$ cat config.mk
export PLATFORM = sky130hd
export DESIGN_NAME = mips_periph_top
export DESIGN_NICKNAME = d
export VERILOG_FILES = /design/src/verilog/mips_bus_pkg.sv /design/src/verilog/timer_pkg.sv /design/src/verilog/mips_periph_top.sv /design/src/verilog/system_bridge.sv /design/src/verilog/timer_counter.sv
export VERILOG_INCLUDE_DIRS = /design/src /design/src/verilog
export SDC_FILE = /design/constraint.sdc
export NUM_CORES = 1
export LEC_CHECK = 0
export ABC_AREA = 1
export BUFFER_PORTS_ARGS = -buffer_cell sky130_fd_sc_hd__buf_2
export CAP_MARGIN = 15
export CORE_MARGIN = 2
export CORE_UTILIZATION = 55
export CTS_CLUSTER_DIAMETER = 120
export DETAILED_ROUTE_END_ITERATION = 7
export PLACE_DENSITY_LB_ADDON = 0.3
export SYNTH_ARGS = -nofsm -noshare
export SYNTH_HDL_FRONTEND = slang
export SYNTH_SLANG_ARGS = --single-unit
$ cat constraint.sdc
create_clock -name clk -period 9.4 [get_ports clk]
set_input_delay 2.82 -clock clk [delete_from_list [all_inputs] [get_ports clk]]
set_output_delay 2.82 -clock clk [all_outputs]
set_load 0.01 [all_outputs]
$ cat src/verilog/mips_bus_config.svh
`ifndef MIPS_BUS_CONFIG_SVH
`define MIPS_BUS_CONFIG_SVH

// widths of the core data port
`define MIPS_DATA_W 32
`define MIPS_ADDR_W 32
`define MIPS_BYTEEN_W (`MIPS_DATA_W / 8)
`define MIPS_IRQ_W 6

// data memory window, both ends inclusive
`define MIPS_DM_LO 32'h0000_0000
`define MIPS_DM_HI 32'h0000_2FFF

// each timer occupies three words starting at its base
`define MIPS_TC0_BASE 32'h0000_7F00
`define MIPS_TC1_BASE 32'h0000_7F10
`define MIPS_TC_SIZE 32'd12

// word offsets of the timer registers inside a window
`define MIPS_TC_OFF_W 2
`define MIPS_TC_CTRL 2'd0
`define MIPS_TC_PRESET 2'd1
`define MIPS_TC_COUNT 2'd2

`endif

$ cat src/verilog/mips_bus_pkg.sv
`include "mips_bus_config.svh"

package mips_bus_pkg;

	// byte address and data word of the core data port
	typedef logic [`MIPS_ADDR_W-1:0] bus_addr_t;
	typedef logic [`MIPS_DATA_W-1:0] bus_word_t;

	// one enable per byte lane of a data word
	typedef logic [`MIPS_BYTEEN_W-1:0] byteen_t;

	// hardware interrupt lines as the core samples them
	typedef logic [`MIPS_IRQ_W-1:0] irq_vec_t;

	// register index inside a timer window
	typedef logic [`MIPS_TC_OFF_W-1:0] word_off_t;

	// one data access as it leaves the core
	typedef struct packed {
		logic      we;
		byteen_t   byteen;
		bus_addr_t addr;
		bus_word_t wdata;
	} bus_req_t;

	// the same access after decode, as a single timer sees it
	// we is only set when the write falls inside that timer's window
	typedef struct packed {
		logic      we;
		word_off_t offset;
		bus_word_t wdata;
	} periph_req_t;

endpackage

$ cat src/verilog/timer_pkg.sv
`include "mips_bus_config.svh"

package timer_pkg;

	// counter sequencing
	// INT is the single cycle in which the terminal count is seen
	typedef enum logic [1:0] {
		IDLE,
		LOAD,
		CNT,
		INT
	} tc_state_t;

	// counting mode held in CTRL
	typedef logic [1:0] tc_mode_t;

	// one-shot stops after the first terminal count and keeps its flag
	localparam tc_mode_t TC_MODE_ONESHOT = 2'd0;

	// auto-reload restarts from PRESET and pulses its flag once per period
	localparam tc_mode_t TC_MODE_RELOAD = 2'd1;

	// layout of the CTRL register, enable in bit 0
	typedef struct packed {
		logic [`MIPS_DATA_W-5:0] reserved;
		logic                    im;
		tc_mode_t                mode;
		logic                    enable;
	} tc_ctrl_t;

endpackage
$ cat src/verilog/mips_periph_top.sv
`timescale 1ns/10ps

module mips_periph_top (
	input  logic                    clk,
	input  logic                    arst_n,
	input  logic                    ext_irq,
	input  mips_bus_pkg::bus_req_t  core_req,
	input  mips_bus_pkg::bus_word_t dm_rdata,
	output mips_bus_pkg::bus_word_t core_rdata,
	output mips_bus_pkg::bus_addr_t dm_addr,
	output mips_bus_pkg::bus_word_t dm_wdata,
	output mips_bus_pkg::byteen_t   dm_byteen,
	output mips_bus_pkg::irq_vec_t  irq_vec
);

	import mips_bus_pkg::*;

	// decoded accesses toward each timer
	periph_req_t tc0_req;
	periph_req_t tc1_req;

	// timer read data back to the bridge
	bus_word_t tc0_rdata;
	bus_word_t tc1_rdata;

	logic tc0_irq;
	logic tc1_irq;

	system_bridge u_bridge (
		.core_req   (core_req),
		.dm_rdata   (dm_rdata),
		.tc0_rdata  (tc0_rdata),
		.tc1_rdata  (tc1_rdata),
		.dm_addr    (dm_addr),
		.dm_wdata   (dm_wdata),
		.dm_byteen  (dm_byteen),
		.tc0_req    (tc0_req),
		.tc1_req    (tc1_req),
		.core_rdata (core_rdata)
	);

	timer_counter u_timer0 (
		.clk    (clk),
		.arst_n (arst_n),
		.req    (tc0_req),
		.rdata  (tc0_rdata),
		.irq    (tc0_irq)
	);

	timer_counter u_timer1 (
		.clk    (clk),
		.arst_n (arst_n),
		.req    (tc1_req),
		.rdata  (tc1_rdata),
		.irq    (tc1_irq)
	);

	// the core expects timers on the two lowest lines and the external pin above them
	// lines 3 to 5 have no source in this system
	assign irq_vec = {3'b000, ext_irq, tc1_irq, tc0_irq};

endmodule

$ cat src/verilog/system_bridge.sv
`timescale 1ns/10ps
`include "mips_bus_config.svh"

module system_bridge (
	input  mips_bus_pkg::bus_req_t    core_req,
	input  mips_bus_pkg::bus_word_t   dm_rdata,
	input  mips_bus_pkg::bus_word_t   tc0_rdata,
	input  mips_bus_pkg::bus_word_t   tc1_rdata,
	output mips_bus_pkg::bus_addr_t   dm_addr,
	output mips_bus_pkg::bus_word_t   dm_wdata,
	output mips_bus_pkg::byteen_t     dm_byteen,
	output mips_bus_pkg::periph_req_t tc0_req,
	output mips_bus_pkg::periph_req_t tc1_req,
	output mips_bus_pkg::bus_word_t   core_rdata
);

	import mips_bus_pkg::*;

	// distance of the access from the start of each window
	bus_addr_t dm_rel;
	bus_addr_t tc0_rel;
	bus_addr_t tc1_rel;

	logic sel_dm;
	logic sel_tc0;
	logic sel_tc1;

	// builds the request one timer sees from the core access
	function automatic periph_req_t to_periph(input bus_req_t req, input logic sel,
			input bus_addr_t rel);
		periph_req_t p;
		p.we     = req.we & sel;
		p.offset = rel[3:2];
		p.wdata  = req.wdata;
		return p;
	endfunction

	// addresses below a base wrap to large values, so one compare covers both ends
	assign dm_rel  = core_req.addr - `MIPS_DM_LO;
	assign tc0_rel = core_req.addr - `MIPS_TC0_BASE;
	assign tc1_rel = core_req.addr - `MIPS_TC1_BASE;

	assign sel_dm  = (dm_rel <= (`MIPS_DM_HI - `MIPS_DM_LO));
	assign sel_tc0 = (tc0_rel < `MIPS_TC_SIZE);
	assign sel_tc1 = (tc1_rel < `MIPS_TC_SIZE);

	// address and data go to the memory pins unchanged
	assign dm_addr  = core_req.addr;
	assign dm_wdata = core_req.wdata;

	// only writes that decode to memory may carry byte enables
	assign dm_byteen = (core_req.we && sel_dm) ? core_req.byteen : '0;

	assign tc0_req = to_periph(core_req, sel_tc0, tc0_rel);
	assign tc1_req = to_periph(core_req, sel_tc1, tc1_rel);

	// the windows never overlap, so the order here is only for clarity
	always_comb begin
		if (sel_dm) begin
			core_rdata = dm_rdata;
		end else if (sel_tc0) begin
			core_rdata = tc0_rdata;
		end else if (sel_tc1) begin
			core_rdata = tc1_rdata;
		end else begin
			core_rdata = '0;
		end
	end

endmodule

$ cat src/verilog/timer_counter.sv
`timescale 1ns/10ps
`include "mips_bus_config.svh"

module timer_counter (
	input  logic                      clk,
	input  logic                      arst_n,
	input  mips_bus_pkg::periph_req_t req,
	output mips_bus_pkg::bus_word_t   rdata,
	output logic                      irq
);

	import mips_bus_pkg::*;
	import timer_pkg::*;

	// software visible registers
	tc_ctrl_t  ctrl;
	bus_word_t preset;
	bus_word_t count;

	tc_state_t state;
	tc_state_t state_nxt;
	logic      irq_flag;

	logic      ctrl_we;
	logic      preset_we;
	tc_mode_t  mode_eff;
	bus_word_t load_val;

	// COUNT is read-only, so a write there has no strobe
	assign ctrl_we   = req.we && (req.offset == `MIPS_TC_CTRL);
	assign preset_we = req.we && (req.offset == `MIPS_TC_PRESET);

	// the two unused mode codes behave as one-shot
	assign mode_eff = (ctrl.mode == TC_MODE_RELOAD) ? TC_MODE_RELOAD : TC_MODE_ONESHOT;

	// a preset of zero counts like a preset of one
	assign load_val = (preset == '0) ? bus_word_t'(1) : preset;

	always_comb begin
		state_nxt = state;
		if (!ctrl.enable) begin
			// dropping enable parks the counter wherever it was
			state_nxt = IDLE;
		end else begin
			case (state)
				IDLE: begin
					state_nxt = LOAD;
				end
				LOAD: begin
					state_nxt = CNT;
				end
				CNT: begin
					if (count <= bus_word_t'(1)) begin
						state_nxt = INT;
					end
				end
				INT: begin
					if (mode_eff == TC_MODE_RELOAD) begin
						state_nxt = LOAD;
					end else begin
						state_nxt = IDLE;
					end
				end
				default: begin
					state_nxt = IDLE;
				end
			endcase
		end
	end

	always_ff @(posedge clk or negedge arst_n) begin
		if (!arst_n) begin
			state    <= IDLE;
			ctrl     <= '0;
			preset   <= '0;
			count    <= '0;
			irq_flag <= 1'b0;
		end else begin
			state <= state_nxt;

			case (state)
				LOAD: begin
					if (ctrl.enable) begin
						count <= load_val;
					end
				end
				CNT: begin
					if (ctrl.enable) begin
						count <= count - bus_word_t'(1);
					end
				end
				INT: begin
					// auto-reload keeps the flag for this one cycle only
					if (mode_eff == TC_MODE_RELOAD) begin
						irq_flag <= 1'b0;
					end else begin
						ctrl.enable <= 1'b0;
					end
				end
				default: begin
				end
			endcase

			// flag rises on the same edge that takes COUNT to zero
			if (state == CNT && state_nxt == INT) begin
				irq_flag <= 1'b1;
			end

			// a bus write wins over anything the counter did on this edge
			if (ctrl_we) begin
				ctrl     <= tc_ctrl_t'(req.wdata);
				irq_flag <= 1'b0;
			end
			if (preset_we) begin
				preset <= req.wdata;
			end
		end
	end

	always_comb begin
		case (req.offset)
			`MIPS_TC_CTRL:   rdata = ctrl;
			`MIPS_TC_PRESET: rdata = preset;
			`MIPS_TC_COUNT:  rdata = count;
			default:         rdata = '0;
		endcase
	end

	assign irq = irq_flag & ctrl.im;

endmodule

==> impl_results.md <==
- Clock Path Buffers: 2
- TritonRoute pass-1 iters: 7
- Initial DRC Count: 1712
- DP Worst Slack: 1150 ps
- Placed cells: 2397
- Final setup viols: 0
- Post-CTS Hold Buffers: 0
- Wire per inst: 19.4 um
- Leak: 7.79 nW
- Max Cap Viol: 0
- Final total negative setup slack: 0 ps
- Worst vdd ir: 132 uV
- Reg2reg path depth: 10
- DR vias/cell: 5.89
- Clock share of power: 0.416
- Die Area: 26000 um^2
- Root buf cell: clkbuf_16
- Worst r2r dst: u_timer1.count[8]
- Routed WL: 47200 um
- Final GP Congestion: 0.989
- CTS tree: done
- Clock buffer count from CTS: 17
- Launching element type of the critical path: input port
- Number of H-tree levels: 4
- Synth cell types: 48
- Reg2reg start: u_timer1.state[0]
- Die Wd: 161 um
- Cell Chain, Critical Path: buf_2 > nor2_1 > nand2_1 > nand3_4 > nand2_2 > inv_2 > nand2_1 > nand3_1 > nor2_1 > nand2_1 > nor2_4 > nand2_1 > buf_4 > o211ai_1 > buf_2
- First-pass GRT wire length: 73500 um
- Cell area power density: 116 nW/um^2
- CP Capture Type: primary output
- Cell Count, Final, Fillers Out: 2429
- Worst setup path startpoint: core_req[36]
- Sw Share: 0.274
- All-Layer GR Usage: 0.364
- Crit path max-delay cell type: nand2_1
- Initial antenna violation count: 0
- Pins Over Slew Limit: 0
- Worst path max stage delay: 320 ps
- CTS clk-pin slew, worst paths: 70 ps
- Unrepaired setup endpoints after global routing: false
- Worst Path Buf+Inv: 4
- Worst slew margin: 0.388
- Seq/Total Area, Yosys: 0.364
- Worst Setup EP: core_rdata[17]
- Detail Placement HPWL: 34600 um
- NetSw: 0.474 mW
- Post-route DRC: 0
- Most frequent cells in the layout: 571 x nand2_1, 234 x nor2_1, 223 x inv_1
- Crit path max fanout: 14
- Clk_lat worst skew: 450 ps
- Gr ovfl total: 0
- Vias in the first global route: 13300
- Mean Syn Cell Area: 6.81 um^2
- Cells after Synth: 1998
- Crit path DAT: 5450 ps
- Worst slew pin tran: 916 ps
- Initial Util: 0.559
- CP most frequent cell: nand2_1
- Status: finished clean
- Area delta synth->final: 9.59%
- #FFs+latches synth: 198
- Finished Core Util: 0.613
- Max Clock Skew: 14.6 ps
- Period minus WS final: 8270 ps
- DRT antenna net count: 0
- Worst EP required: 6580 ps
- Flop2flop setup slack: 6000 ps
- Net count, final: 2209
- Maximum clock rate: 121 MHz
- Family with the most delay on the worst path: simple AND/OR/NAND/NOR gates
- Warnings, synthesis: 0
- Top Ports: 210
- Multi-input logic area: 6890 um^2
- Sequential fraction of design power: 0.492
- WP depth: 15
- Clock sink total: 198
- PostCTS Resize Cnt: 0
- Ant. Diodes: 0
- Worst min path class: flip-flop to flip-flop
- Cell taking the most area after synthesis: dfrtp_1
- Die Ht: 161 um
- Cells taking the most area after synthesis: dfrtp_1 36%, nand2_1 16%, nor2_1 6.5%
- Via count: 14300
- Share of layout cells above drive strength 1: 0.143
- Setup CP Type: input port to primary output
- Final Hold Viols: 0
- Power share of the combinational group: 0.092
- Post-Synthesis Cell Area: 13600 um^2
- Core ar.: 24300 um^2
- Post-CTS setup buffers: 0
- Area share of the largest cell type after synthesis: 0.364
- Hold_ws: 481 ps
- Port Buffers: 200
- Int Pwr: 1.26 mW
- Final setup margin: 1130 ps
- Cell row count: 57
- Reg area: 4950 um^2
- # fillers: 2370
- Largest net degree at the start of global routing: 91
- Commonest non-fill, non-tap cell in the layout: nand2_1
- Final period utilization: 0.879
==> cells in the mapped netlist, drive strengths merged <==
cell and instances:
xor2 26, a31o 1, a311oi 1, conb 1, a211oi 1, a31oi 14
or4 1, a22oi 14, o221ai 22, nor2 249, nand3 102, clkbuf 50
clkinv 5, and2 2, o21ai 161, ha 12, nand4 31, o211ai 29
dfrtp 198, inv 227, a21oi 78, a22o 1, a221oi 10, o2111ai 1
buf 100, nor4 18, or2 2, a21o 1, o22ai 31, nor3 24
nand2 585
==> state kept, by name, indices dropped and copies added, names as in the netlist <==
signal,flops
u_timer0.count,32
u_timer0.preset,32
u_timer1.irq_flag,1
u_timer0.irq_flag,1
u_timer1.preset,32
u_timer1.ctrl,32
u_timer1.state,2
u_timer0.state,2
u_timer0.ctrl,32
u_timer1.count,32
==> how the worst min path moves through the flow <==
stage | from | to | slack [ps] | depth (start not counted)
final | u_timer0.ctrl[28] | u_timer0.ctrl[28] | 480 | 2
after global routing | u_timer0.ctrl[22] | u_timer0.ctrl[22] | 500 | 2
after CTS | u_timer0.ctrl[28] | u_timer0.ctrl[28] | 480 | 2
after detailed placement | u_timer0.ctrl[22] | u_timer0.ctrl[22] | 470 | 2
after global placement | u_timer0.ctrl[7] | u_timer0.ctrl[7] | 460 | 2
after floorplan | u_timer0.ctrl[10] | u_timer0.ctrl[10] | 450 | 2
==> metal layers <==
metal / vias to the layer above / GRT usage / wire length [um]
met3: 153 / 0.0555 / 3930
met2: 833 / 0.594 / 21900
li1: 6640 / - / -
met1: 6669 / 0.468 / 18500
met5: - / 0 / 0
met4: 0 / 0.203 / 2870
==> power by group through the flow <==
stage,Clock [mW],Sequential [mW],Combinational [mW]
finish,0.720,0.851,0.158
global route,0.756,0.851,0.172
CTS,0.722,0.851,0.157
detailed placement,0,0.868,0.157
global placement,0,0.868,0.157
floorplan,0,0.868,0.0811
==> cell families (layout without fill, tap and decap cells) <==
| family | Yosys count | in the layout | share of synthesized area |
|---|---|---|---|
| buffers and inverters | 382 | 487 | 0.131 |
| adders and majority gates | 12 | 12 | 0.0110 |
| xor gates and xnor gates | 26 | 26 | 0.0167 |
| DFF | 198 | 198 | 0.364 |
| AOI/OAI and AO/OA | 365 | 365 | 0.157 |
| and+or+nand+nor | 1014 | 1014 | 0.320 |
| other | 1 | 3 | 0.000276 |
==> through the flow <==
step	instance area, um^2	power [mW]
floorplan	13600	0.949
global placement	14300	1.03
detailed placement	14300	1.02
CTS	14900	1.73
global route	14900	1.78
finish	14900	1.73
==> tightest hold or removal path, cell delays in order, from the launching register on <==
cell	delay, ps
dfrtp_1	350
nand2_1	50
nand2_1	50
==> final cells by class <==
type | count | share of cell area
Inverter | 232 | 0.0586
Sequential cell | 198 | 0.332
Clock buffer | 19 | 0.0304
Tap cell | 324 | 0.0272
Multi-Input combinational cell | 1420 | 0.463
Timing Repair Buffer | 224 | 0.0812
Clock inverter | 12 | 0.00756
Note: power is estimated with default switching activity, not from simulation.
